`config.mk`:
```
export PLATFORM = sky130hd
export DESIGN_NAME = tiny_irq_regs
export DESIGN_NICKNAME = d
export VERILOG_FILES = /design/src/hw/tiny_pkg.sv /design/src/hw/tiny_irq_regs.sv
export SDC_FILE = /design/constraint.sdc
export NUM_CORES = 1
export LEC_CHECK = 0
export BUFFER_PORTS_ARGS = -buffer_cell sky130_fd_sc_hd__buf_2
export CORE_AREA = 2 2 39 41
export CTS_CLUSTER_DIAMETER = 80
export DETAILED_ROUTE_END_ITERATION = 7
export DIE_AREA = 0 0 41 43
export PLACE_DENSITY = 0.53
export SYNTH_ARGS = -nofsm -noshare
export SYNTH_HDL_FRONTEND = slang
export SYNTH_SLANG_ARGS = --single-unit
```
`constraint.sdc`:
```
create_clock -name clk -period 0.8 [get_ports clk]
set_clock_uncertainty 0.05 [all_clocks]
set_input_delay 0.16 -clock clk [delete_from_list [all_inputs] [get_ports clk]]
set_output_delay 0.16 -clock clk [all_outputs]
set_load 0.01 [all_outputs]
```
`src/hw/tiny_pkg.sv`:
```
package tiny_pkg;

    typedef logic [31:0] word_t;
    typedef logic [4:0]  reg_idx_t;
    typedef logic [3:0]  byte_en_t;

    typedef enum logic [2:0] {
        st_fetch,
        st_decode,
        st_execute,
        st_memory,
        st_writeback,
        st_wait_irq,
        st_halted,
        st_error
    } core_state_t;

    typedef struct packed {
        word_t    address;
        word_t    data_out;
        logic     rd;
        byte_en_t wr;
    } mem_req_t;

    typedef struct packed {
        word_t    pc;
        reg_idx_t rd_idx; // Zero when the instruction has no destination
        word_t    value;
    } commit_t;

    localparam word_t IRQ_MASK_ADDR = 32'hFFFF_FFF0;
    localparam word_t IRQ_VECTOR    = 32'h0000_0040;
    localparam word_t RESET_PC      = 32'h0000_0000;

    localparam logic [6:0] OP_LUI    = 7'b0110111;
    localparam logic [6:0] OP_IMM    = 7'b0010011;
    localparam logic [6:0] OP_REG    = 7'b0110011;
    localparam logic [6:0] OP_LOAD   = 7'b0000011;
    localparam logic [6:0] OP_STORE  = 7'b0100011;
    localparam logic [6:0] OP_BRANCH = 7'b1100011;
    localparam logic [6:0] OP_JAL    = 7'b1101111;
    localparam logic [6:0] OP_SYSTEM = 7'b1110011;

    localparam word_t INSN_EBREAK = 32'h0010_0073; // System words are matched in full
    localparam word_t INSN_WFI    = 32'h1050_0073;
    localparam word_t INSN_MRET   = 32'h3020_0073;

    localparam byte_en_t BE_WORD = 4'b1111;

endpackage

```
`src/hw/tiny_irq_regs.sv`:
```
module tiny_irq_regs import tiny_pkg::*; #(
    parameter int INTERRUPT_BITS = 2
) (
    input  logic                      clk,
    input  logic                      reset,
    input  logic [INTERRUPT_BITS-1:0] interrupt,
    input  logic                      mask_wr,
    input  word_t                     mask_data,
    input  logic                      irq_ack,
    output logic                      irq_req
);
    logic [INTERRUPT_BITS-1:0] mask;
    logic [INTERRUPT_BITS-1:0] pending;

    always_ff @(posedge clk) begin
        if (!reset) begin
            mask    <= '0;
            pending <= '0;
        end else begin
            if (mask_wr)
                mask <= mask_data[INTERRUPT_BITS-1:0];
            // Handler entry drops every request, masked lines included
            if (irq_ack)
                pending <= '0;
            else
                pending <= pending | interrupt;
        end
    end

    assign irq_req = |(pending & mask);

endmodule

```
==> qor.txt <==
Outcome -> complete, but fails checks
Failing checks -> negative setup slack
CP Launch Type -> flop
1st-iter DRT viols -> 0
Largest net degree at the start of global routing -> 4
H-tree depth -> 1
Worst slew pin tran -> 0.152 ns
Design Area, Final -> 226 sq um
FMAX -> 926 MHz
Nets@finish -> 65
Flops & latches, synth -> 4
Hold Crit Depth -> 3
Die area -> 1760 sq um
Syn Inst Count -> 14
DRC violations left -> 0
Critical path type -> reg2out
# rows -> 14
Synth Area per Inst -> 10.2 sq um
Reg2Reg Depth -> 2
Clock sink count -> 4
Num CTS Buffers -> 3
Vias after detailed routing -> 128
Final hold viol count -> 0
CP max stage cell -> dfxtp_1
Post-route setup slack -> -0.280 ns
Critical path capture point type -> primary output
Layout cells sized above 1 -> 48.0%
Capturing point of the worst reg2reg path -> mask[1]$_SDFFE_PN0P_
WP buf/inv -> 1
Yosys warns -> 0
WHS Endpoint -> pending[1]$_SDFF_PP0_
Detailed-route vias per instance -> 3.12
Gr usage total -> 3.71%
Net Count, Synth -> 52
Slowest cell delay on critical path -> 0.30 ns
Crit path required time -> 0.59 ns
Max VDD drop -> 0.256 mV
Critical path fanouts, max -> 2
Finished Layout Cells -> 41
Hold crit path type -> in2reg
R2r setup slk -> 0.13 ns
Worst rel slew slack -> 89.6%
Detail Route Antenna Nets -> 0
Hold_buf cts -> 0
I/O Buffers -> 8
GPL Wtd Cong -> 0.548
RSZ-0062 raised after global routing -> true
Sequential share of the synthesized area -> 56.1%
Post-Syn Area -> 143 sq um
Ant diodes -> 0
Skew-Pair Late Insertion Delay -> 0.23 ns
Chip height -> 43 microns
Final worst path period need -> 1.08 ns
Crit share post-route -> 135%
Cell variety after synth -> 6
Grt total ovfl -> 0
Clock Tree Root -> clkbuf_4
DIE WIDTH -> 41 microns
Clock tree buffer depth -> 2
Max Slew Vio Count -> 0
Initial antenna violation count -> 0
Reg-to-Reg Start -> mask[1]$_SDFFE_PN0P_
Number of max-cap violations -> 0
Inst Count DP -> 38
1st-pass router iterations -> 1
Worst Path Arrival -> 0.87 ns
IO Pins -> 39
Leak pwr -> 0.109 nW
Final setup TNS -> -0.280 ns
Final-report setup violation count -> 1
Post-DP Area -> 203 sq um
PwrDens -> 2190 nW/um^2
Avg WL per Cell -> 6.78 microns
Initial Util -> 10.3%
Hold_sp -> interrupt[1]
Worst-path clk slew -> 0.03 ns
First-pass GRT wire length -> 345 microns
Cell family with most CP delay -> flip-flops
Critical-path cell list -> a22o_1, buf_2
CTS tree -> built
Area Overhead vs Synth -> 58.8%
Number of global-route vias before repair -> 115
Core area -> 1380 sq um
Final WL -> 278 microns
==> flip-flops by register name (all words and copies together) (netlist names) <==
register and flops:
pending 2, mask 2
==> cells in the mapped netlist <==
cell type	n	share of area [%]
nor2b_1	2	8.8
dfxtp_1	4	56
nor2_1	4	11
a22o_1	1	6.1
nand2b_1	1	4.4
mux2i_1	2	14
==> area by class of cell <==
class,count,area [sq um]
clock buffers,3,22.5
fillers,161,1160
multi-input cells,10,62.6
flip-flops and latches,4,81.3
well taps,16,20.0
repair buffers,8,40.0
==> worst min-delay path: cells and delay by family <==
kind                   cells  cell delay (ns)
buffers and inverters      1             0.08
and+or+nand+nor            2             0.09
==> stage by stage <==
step	setup WS (ns)	power, mW	hold WS [ns]	util [%]
after floorplan	0.0516	0.238	0.226	-
after global placement	-0.0383	0.260	0.321	14.6
after detailed placement	-0.0449	0.261	0.322	14.6
after CTS	-0.293	0.512	0.0808	16.4
after global routing	-0.301	0.514	0.104	16.4
final	-0.280	0.495	0.0874	16.4
==> how the worst max path moves through the flow <==
stage          slack [ns]  endpoint  depth (start not counted)                   from
2_1_floorplan        0.05   irq_req                          1  pending[0]$_SDFF_PP0_
3_3_place_gp        -0.04   irq_req                          2  pending[0]$_SDFF_PP0_
3_5_place_dp        -0.04   irq_req                          2  pending[0]$_SDFF_PP0_
4_1_cts             -0.29   irq_req                          2   mask[0]$_SDFFE_PN0P_
5_1_grt             -0.30   irq_req                          2   mask[0]$_SDFFE_PN0P_
6_report            -0.28   irq_req                          2   mask[0]$_SDFFE_PN0P_
==> metal layers <==
metal	global-route usage (%)	up-vias	routed length (microns)
li1	-	69	-
met5	0	-	0
met3	1.05	0	45
met2	4.06	6	144
met4	10.0	0	0
met1	2.24	53	88
==> cells in the final DEF (no fill, tap or decap) <==
| cell | netlist | layout |
|---|---|---|
| dfxtp_2 | 0 | 1 |
| nand2b_1 | 1 | 1 |
| nor2_1 | 4 | 4 |
| a22o_1 | 1 | 1 |
| nor2b_1 | 2 | 2 |
| mux2i_1 | 2 | 2 |
| dfxtp_1 | 4 | 3 |
| buf_2 | 0 | 8 |
| clkbuf_4 | 0 | 3 |
==> cell families after synthesis <==
logic type,count (synthesis),share of synthesized area [%]
AO/OA/AOI/OAI,1,6.14
flip-flops,4,56.1
multiplexers,2,14.0
AND/OR/NAND/NOR,7,23.7
==> what timing repair did <==
| action | 4_1_cts | 5_1_grt |
|---|---|---|
| endpoints found under the setup margin | 1 | 1 |
| gates resized for setup | 1 | 0 |
| setup buffers | 0 | 0 |
| pin swaps | 1 | 0 |
==> where the power goes <==
| group | total, mW | leakage [nW] | switching [mW] | internal [mW] |
|---|---|---|---|---|
| registers | 0.217 | 0.0334 | 0.00508 | 0.212 |
| clock network | 0.237 | 0.0138 | 0.0704 | 0.167 |
| logic | 0.0407 | 0.0614 | 0.0154 | 0.0253 |
| total | 0.495 | 0.109 | 0.0909 | 0.404 |
Note: power is estimated with default switching activity, not from simulation.
