<file path="config.mk">
export PLATFORM = sky130hd
export DESIGN_NAME = tiny_core
export DESIGN_NICKNAME = d
export VERILOG_FILES = /design/src/hw/tiny_pkg.sv /design/src/hw/tiny_core.sv
export SDC_FILE = /design/constraint.sdc
export NUM_CORES = 2
export LEC_CHECK = 0
export BUFFER_PORTS_ARGS = -buffer_cell sky130_fd_sc_hd__buf_2
export CORE_ASPECT_RATIO = 2
export CORE_MARGIN = 2
export CORE_UTILIZATION = 57
export DETAILED_ROUTE_END_ITERATION = 10
export PLACE_DENSITY = 0.77
export SLEW_MARGIN = 20
export SYNTH_ARGS = -nofsm -noshare
export SYNTH_HDL_FRONTEND = slang
export SYNTH_SLANG_ARGS = --single-unit
export TNS_END_PERCENT = 50
</file>
<file path="constraint.sdc">
create_clock -name clk -period 5.6 [get_ports clk]
set_input_delay 0.28 -clock clk [delete_from_list [all_inputs] [get_ports clk]]
set_output_delay 0.28 -clock clk [all_outputs]
set_load 0.01 [all_outputs]
</file>
<file path="src/hw/tiny_pkg.sv">
package tiny_pkg;

    typedef logic [31:0] word_t;
    typedef logic [4:0]  reg_idx_t;
    typedef logic [3:0]  byte_en_t;

    typedef enum logic [2:0] {
        st_fetch,
        st_decode,
        st_execute,
        st_memory,
        st_writeback,
        st_wait_irq,
        st_halted,
        st_error
    } core_state_t;

    typedef struct packed {
        word_t    address;
        word_t    data_out;
        logic     rd;
        byte_en_t wr;
    } mem_req_t;

    typedef struct packed {
        word_t    pc;
        reg_idx_t rd_idx; // Zero when the instruction has no destination
        word_t    value;
    } commit_t;

    localparam word_t IRQ_MASK_ADDR = 32'hFFFF_FFF0;
    localparam word_t IRQ_VECTOR    = 32'h0000_0040;
    localparam word_t RESET_PC      = 32'h0000_0000;

    localparam logic [6:0] OP_LUI    = 7'b0110111;
    localparam logic [6:0] OP_IMM    = 7'b0010011;
    localparam logic [6:0] OP_REG    = 7'b0110011;
    localparam logic [6:0] OP_LOAD   = 7'b0000011;
    localparam logic [6:0] OP_STORE  = 7'b0100011;
    localparam logic [6:0] OP_BRANCH = 7'b1100011;
    localparam logic [6:0] OP_JAL    = 7'b1101111;
    localparam logic [6:0] OP_SYSTEM = 7'b1110011;

    localparam word_t INSN_EBREAK = 32'h0010_0073; // System words are matched in full
    localparam word_t INSN_WFI    = 32'h1050_0073;
    localparam word_t INSN_MRET   = 32'h3020_0073;

    localparam byte_en_t BE_WORD = 4'b1111;

endpackage

</file>
<file path="src/hw/tiny_core.sv">
module tiny_core import tiny_pkg::*; (
    input  logic     clk,
    input  logic     reset,
    output mem_req_t mem_req,
    input  word_t    data_in,
    input  logic     ready,
    input  logic     irq_req,
    output logic     irq_ack,
    output logic     commit_valid,
    output commit_t  commit,
    output logic     hlt,
    output logic     wfi,
    output logic     error
);
    core_state_t state;
    word_t       pc;
    word_t       npc;
    word_t       saved_pc;
    word_t       ir;
    word_t       rs1_val;
    word_t       rs2_val;
    word_t       result;
    logic        in_irq;
    word_t       regs [32];

    logic [6:0] opcode;
    logic [2:0] funct3;
    logic [6:0] funct7;
    reg_idx_t   rd_idx;
    reg_idx_t   rs1_idx;
    reg_idx_t   rs2_idx;
    word_t      imm_i;
    word_t      imm_s;
    word_t      imm_b;
    word_t      imm_j;
    word_t      imm_u;
    logic       is_lui, is_imm, is_reg, is_load, is_store, is_branch, is_jal;
    logic       is_ebreak, is_wfi, is_mret;
    logic       legal;
    logic       has_dest;
    logic       taken;
    word_t      alu_b;
    word_t      alu_out;
    word_t      exec_value;
    word_t      exec_npc;
    logic       launch;
    logic       take_irq;
    word_t      launch_pc;

    assign opcode  = ir[6:0];
    assign rd_idx  = ir[11:7];
    assign funct3  = ir[14:12];
    assign rs1_idx = ir[19:15];
    assign rs2_idx = ir[24:20];
    assign funct7  = ir[31:25];

    assign imm_i = {{20{ir[31]}}, ir[31:20]};
    assign imm_s = {{20{ir[31]}}, ir[31:25], ir[11:7]};
    assign imm_b = {{19{ir[31]}}, ir[31], ir[7], ir[30:25], ir[11:8], 1'b0};
    assign imm_j = {{11{ir[31]}}, ir[31], ir[19:12], ir[20], ir[30:21], 1'b0};
    assign imm_u = {ir[31:12], 12'h000};

    assign is_lui    = opcode == OP_LUI;
    assign is_imm    = opcode == OP_IMM;
    assign is_reg    = opcode == OP_REG;
    assign is_load   = opcode == OP_LOAD;
    assign is_store  = opcode == OP_STORE;
    assign is_branch = opcode == OP_BRANCH;
    assign is_jal    = opcode == OP_JAL;
    assign is_ebreak = ir == INSN_EBREAK;
    assign is_wfi    = ir == INSN_WFI;
    assign is_mret   = ir == INSN_MRET;
    assign has_dest  = is_lui || is_imm || is_reg || is_load || is_jal;

    always_comb begin
        case (opcode)
            OP_LUI, OP_JAL:    legal = 1'b1;
            OP_IMM:            legal = funct3 inside {3'b000, 3'b100, 3'b110, 3'b111};
            OP_REG:            legal = (funct7 == 7'b0000000
                                        && funct3 inside {3'b000, 3'b100, 3'b110, 3'b111})
                                       || (funct7 == 7'b0100000 && funct3 == 3'b000);
            OP_LOAD, OP_STORE: legal = funct3 == 3'b010; // Word access only
            OP_BRANCH:         legal = funct3 inside {3'b000, 3'b001};
            OP_SYSTEM:         legal = is_ebreak || is_wfi || is_mret;
            default:           legal = 1'b0;
        endcase
    end

    assign taken = (rs1_val == rs2_val) ^ funct3[0]; // BNE inverts the BEQ compare
    assign alu_b = is_reg ? rs2_val : imm_i;

    always_comb begin
        case (funct3)
            3'b100:  alu_out = rs1_val ^ alu_b;
            3'b110:  alu_out = rs1_val | alu_b;
            3'b111:  alu_out = rs1_val & alu_b;
            default: alu_out = (is_reg && funct7[5]) ? rs1_val - alu_b : rs1_val + alu_b;
        endcase
    end

    assign exec_value = is_lui ? imm_u : (is_jal ? pc + 32'd4 : alu_out);
    assign exec_npc   = is_jal ? pc + imm_j :
                        (is_branch && taken) ? pc + imm_b :
                        is_mret ? saved_pc : pc + 32'd4;

    // A fetch is launched after reset, after each retired instruction and on wake from WFI
    always_comb begin
        launch_pc = (state == st_writeback) ? npc : pc;
        case (state)
            st_fetch:     launch = !mem_req.rd;
            st_writeback: launch = !is_ebreak && !is_wfi;
            st_wait_irq:  launch = irq_req;
            default:      launch = 1'b0;
        endcase
    end

    assign take_irq = launch && irq_req && !in_irq;

    assign commit_valid  = state == st_writeback;
    assign commit.pc     = pc;
    assign commit.rd_idx = has_dest ? rd_idx : '0;
    assign commit.value  = (has_dest && rd_idx != '0) ? result : '0;

    always_ff @(posedge clk) begin
        if (state == st_writeback && has_dest && rd_idx != '0)
            regs[rd_idx] <= result;
        if (state == st_decode) begin
            rs1_val <= (rs1_idx == '0) ? '0 : regs[rs1_idx]; // x0 always reads zero
            rs2_val <= (rs2_idx == '0) ? '0 : regs[rs2_idx];
        end
        if (state == st_fetch && mem_req.rd && ready)
            ir <= data_in;
        if (state == st_execute) begin
            result <= exec_value;
            npc    <= exec_npc;
        end
        if (state == st_memory && ready && mem_req.rd)
            result <= data_in;
        if (take_irq)
            saved_pc <= launch_pc;
    end

    always_ff @(posedge clk) begin
        if (!reset) begin
            state   <= st_fetch;
            pc      <= RESET_PC;
            in_irq  <= 1'b0;
            mem_req <= '0;
            irq_ack <= 1'b0;
            hlt     <= 1'b0;
            wfi     <= 1'b0;
            error   <= 1'b0;
        end else begin
            irq_ack <= 1'b0;
            if (launch) begin
                state      <= st_fetch;
                mem_req.rd <= 1'b1;
                wfi        <= 1'b0;
                if (take_irq) begin
                    pc              <= IRQ_VECTOR; // Entry itself retires nothing
                    mem_req.address <= IRQ_VECTOR;
                    in_irq          <= 1'b1;
                    irq_ack         <= 1'b1;
                end else begin
                    pc              <= launch_pc;
                    mem_req.address <= launch_pc;
                end
            end
            case (state)
                st_fetch: begin
                    if (mem_req.rd && ready) begin
                        mem_req.rd <= 1'b0;
                        state      <= st_decode;
                    end
                end
                st_decode: begin
                    if (!legal) begin
                        state <= st_error;
                        error <= 1'b1;
                    end else begin
                        state <= st_execute;
                    end
                end
                st_execute: begin
                    if (is_load || is_store) begin
                        mem_req.address  <= rs1_val + (is_store ? imm_s : imm_i);
                        mem_req.data_out <= rs2_val;
                        mem_req.rd       <= is_load;
                        mem_req.wr       <= is_store ? BE_WORD : '0;
                        state            <= st_memory;
                    end else begin
                        state <= st_writeback;
                    end
                end
                st_memory: begin
                    if (ready) begin
                        mem_req.rd <= 1'b0;
                        mem_req.wr <= '0;
                        state      <= st_writeback;
                    end
                end
                st_writeback: begin
                    if (is_mret)
                        in_irq <= 1'b0;
                    if (is_ebreak) begin
                        state <= st_halted;
                        hlt   <= 1'b1;
                    end else if (is_wfi) begin
                        state <= st_wait_irq;
                        wfi   <= 1'b1;
                        pc    <= npc; // Resume point after the handler
                    end
                end
                default: begin
                end
            endcase
        end
    end

endmodule

</file>
==> metrics.md <==
| Metric | Value |
|---|---|
| Status | completed |
| Post-synthesis cell type count | 82 |
| CTS clk-pin slew, worst paths | 0.06 ns |
| CTS H-tree depth | 3 |
| Critical path capture point type | flip-flop |
| Synth-to-layout area growth | 11.5% |
| Core area | 120000 um2 |
| Buffer depth of the longest clock path | 3 |
| Synth Register Bits | 1322 |
| GRT Resource Usage Total | 38.6% |
| Switching part of the total power | 28.8% |
| Port Buffer Count | 178 |
| CP arrival | 5.92 ns |
| Largest net degree at the start of global routing | 137 |
| Synth Instances | 4559 |
| Die X | 249 um |
| Slew Viols, Final | 0 |
| Worst slew margin | 22.3% |
| Worst min-delay path category | input port to flip-flop |
| Final worst setup slack | 0.232 ns |
| Routed wl met3 | 27.7 mm |
| Met1 wire length | 78.4 mm |
| Row count | 180 |
| I/O Pins | 179 |
| CP required | 6.15 ns |
| Fin Clk Skew | 0.0523 ns |
| Layout cells sized above 1 | 25.4% |
| Peak supply drop | 0.360 mV |
| Total power | 24.8 mW |
| Synth Area per Inst | 15.1 um2 |
| Post-synth ARST share | 0% |
| Place WS | 0.142 ns |
| First-pass GRT wire length | 335 mm |
| Highest routed metal layer | met5 |
| TritonCTS clock tree | yes |
| Worst Max-Slew Pin Slew | 1.17 ns |
| Leakage | 26.4 nW |
| DRT antenna net count | 0 |
| Initial antenna violation count | 12 |
| FMAX | 186 MHz |
| Sequential Power Share | 46.9% |
| Commonest non-fill, non-tap cell in the layout | edfxtp_1 |
| Via count | 46500 |
| Post-CTS Setup Bufs | 0 |
| Yosys warns | 0 |
| Routed WL | 237 mm |
| Clock power share | 33.0% |
| Number of global-route vias before repair | 46200 |
| 1st-iter DRT viols | 6738 |
| Post-synth EDFFs | 1216 |
| Period utilization | 95.9% |
| Startpoint types | flip-flop |
| TritonRoute pass-1 iters | 6 |
| Synth Cell Area | 68700 um2 |
| Final Critical Period | 5.37 ns |
| Delay of the slowest critical-path stage | 0.42 ns |
| Die Ht | 495 um |
| DRC viols | 0 |
| CP max-delay cell | edfxtp_1 |
| Met2 Wirelength | 111 mm |
| Initial Util | 57.3% |
| Worst-Skew Late Latency | 0.77 ns |
| CTS Sinks | 1322 |
| RSZ-0062 raised after global routing | no |
| Top_reg_cell synth | edfxtp_1 |
| Worst Setup Path Type | flip-flop to flip-flop |
| Number of CTS-inserted buffers | 112 |
| NetSw | 7.16 mW |
| Post-DR vias/cell | 7.24 |
| Fin. Hold Viols | 0 |
| Crit Path Max Fanout | 6 |
| Post-DP HPWL | 149 mm |
| Fin nets | 4998 |
| Setup violators final | 0 |
| Internal | 17.7 mW |
| Comb power frac | 20.0% |
| Seq/Total Area, Yosys | 56.3% |
| Routed len/inst | 36.9 um |
| Die area | 123000 um2 |
| Highest-count cells in the layout ignoring fill and taps | 1216 x edfxtp_1, 640 x mux4_2, 419 x nand2_1, 196 x a21oi_1, 196 x nor2_1 |
| Max Cap Viol | 0 |
| Pwr dens | 324 nW/um2 |
| Sequence of cells on the critical path | nand4bb_1 -> or2_1 -> mux2i_2 -> and2_2 -> nor3b_2 -> buf_4 -> o21ai_0 -> nand2_1 -> xnor2_1 -> ha_1 -> nand3_1 -> o211ai_1 -> a211oi_1 -> buf_4 -> o31ai_2 -> a41o_1 -> a221o_1 -> nor2_1 -> o21ai_1 -> xor2_1 -> a21oi_1 -> o21ai_0 |
| R2R Setup Slk | 0.23 ns |
| RePlAce Congestion | 1.04 |
| Grt total ovfl | 0 |
| CTS Root Cell | clkbuf_16 |
| Setup TNS | 0 ns |
==> sequential cells by signal, indices dropped and copies added (netlist names) <==
name      cells
hlt           1
npc          32
rs1_val      32
pc           32
result       32
irq_ack       1
wfi           1
mem_req      66
in_irq        1
ir           32
state         3
regs       1024
saved_pc     32
rs2_val      32
error         1
==> synthesized netlist by cell type (all sizes together) (6+ instances only) <==
| cell | count | area share (%) |
|---|---|---|
| a221o | 10 | 0.15 |
| or3 | 18 | 0.18 |
| xnor2 | 123 | 1.6 |
| nor2b | 32 | 0.29 |
| nand3b | 6 | 0.066 |
| a22o | 22 | 0.28 |
| and3 | 38 | 0.35 |
| o22ai | 30 | 0.27 |
| nor3 | 42 | 0.31 |
| o211ai | 34 | 0.37 |
| nand3 | 49 | 0.36 |
| a211oi | 32 | 0.35 |
| o21bai | 19 | 0.21 |
| buf | 82 | 0.52 |
| a311oi | 6 | 0.077 |
| a2111oi | 6 | 0.077 |
| a31oi | 18 | 0.16 |
| nand4 | 29 | 0.26 |
| o21a | 20 | 0.22 |
| inv | 113 | 0.62 |
| o211a | 7 | 0.10 |
| edfxtp | 1216 | 53 |
| and2 | 54 | 0.49 |
| nand2b | 21 | 0.19 |
| a21boi | 36 | 0.39 |
| nand2 | 422 | 2.3 |
| ha | 170 | 3.1 |
| nor2 | 230 | 1.3 |
| o221ai | 10 | 0.13 |
| nor3b | 8 | 0.095 |
| o21ai | 194 | 1.4 |
| a21o | 46 | 0.50 |
| dfxtp | 106 | 3.1 |
| clkbuf | 220 | 1.2 |
| a221oi | 8 | 0.11 |
| mux4 | 640 | 21 |
| mux2i | 93 | 1.4 |
| o31ai | 9 | 0.098 |
| a22oi | 26 | 0.28 |
| xor2 | 49 | 0.63 |
| nor4 | 9 | 0.10 |
| a21oi | 197 | 1.4 |
==> stage by stage <==
step	std cells	hold WS [ns]	area, um2	util [%]
after floorplan	4590	0.379	68800	-
after global placement	6175	0.444	72200	60.2
after detailed placement	6175	0.456	72200	60.2
after CTS	6416	0.0219	76300	63.7
after global routing	6430	0.0884	76600	63.9
final	6432	0.0582	76600	63.9
==> final timing paths <==
path / from / end / cells past startpoint
worst min register to register: mem_req[36]$_SDFFE_PN0P_ / mem_req[36]$_SDFFE_PN0P_ / 2
worst max register to register: ir[2]$_DFFE_PP_ / result[30]$_DFFE_PP_ / 22
worst max-delay path: ir[2]$_DFFE_PP_ / result[30]$_DFFE_PP_ / 22
worst min-delay path: ready / state[2]$_SDFF_PN0_ / 5
==> logic make-up after synthesis <==
kind of cell / Yosys count / share of synthesized area [%]
flip-flops: 1322 / 56.3
adder cells (fa/ha/maj): 174 / 3.21
multiplexers: 738 / 22.4
AND/OR/NAND/NOR: 972 / 6.42
other: 1 / 0.00546
AO/OA/AOI/OAI: 765 / 7.13
buffers and inverters: 415 / 2.34
XOR/XNOR: 172 / 2.19
==> power by group through the flow <==
stage | sequential [mW] | clock (mW) | combinational, mW
floorplan | 11.6 | 0 | 3.19
global placement | 11.9 | 0 | 4.71
detailed placement | 11.9 | 0 | 4.75
CTS | 11.7 | 8.24 | 4.81
global route | 11.6 | 8.55 | 5.24
finish | 11.7 | 8.20 | 4.97
==> layer usage <==
metal / vias to the layer above / GRT usage (%)
li1: 18600 / -
met1: 23300 / 47.8
met2: 3717 / 60.3
met3: 875 / 8.91
met4: 12 / 27.4
met5: - / 0
==> repair_timing <==
action,in CTS,in global routing
hold endpoints to repair,44,0
hold buffers,33,0
gates resized for setup,0,13
setup endpoints to repair,0,8
==> critical path: cells and delay by family (launching register included) <==
family,cells,cell delay [ns]
adders and majority gates,1,0.38
DFF,1,0.42
buffers and inverters,2,0.35
muxes,1,0.33
and+or+nand+nor,7,1.44
xor gates and xnor gates,2,0.31
AOI/OAI and AO/OA,9,1.93
==> final cells by class <==
cell class	count	area, um2
Fill cell	8376	43200
Multi-Input combinational cell	2853	28900
Clock buffer	145	3110
Antenna cell	3	7.51
Inverter	113	424
Sequential cell	1322	38600
Clock inverter	63	702
Tap cell	1547	1940
Timing Repair Buffer	386	2890
Power figures use the tool's default switching activity.
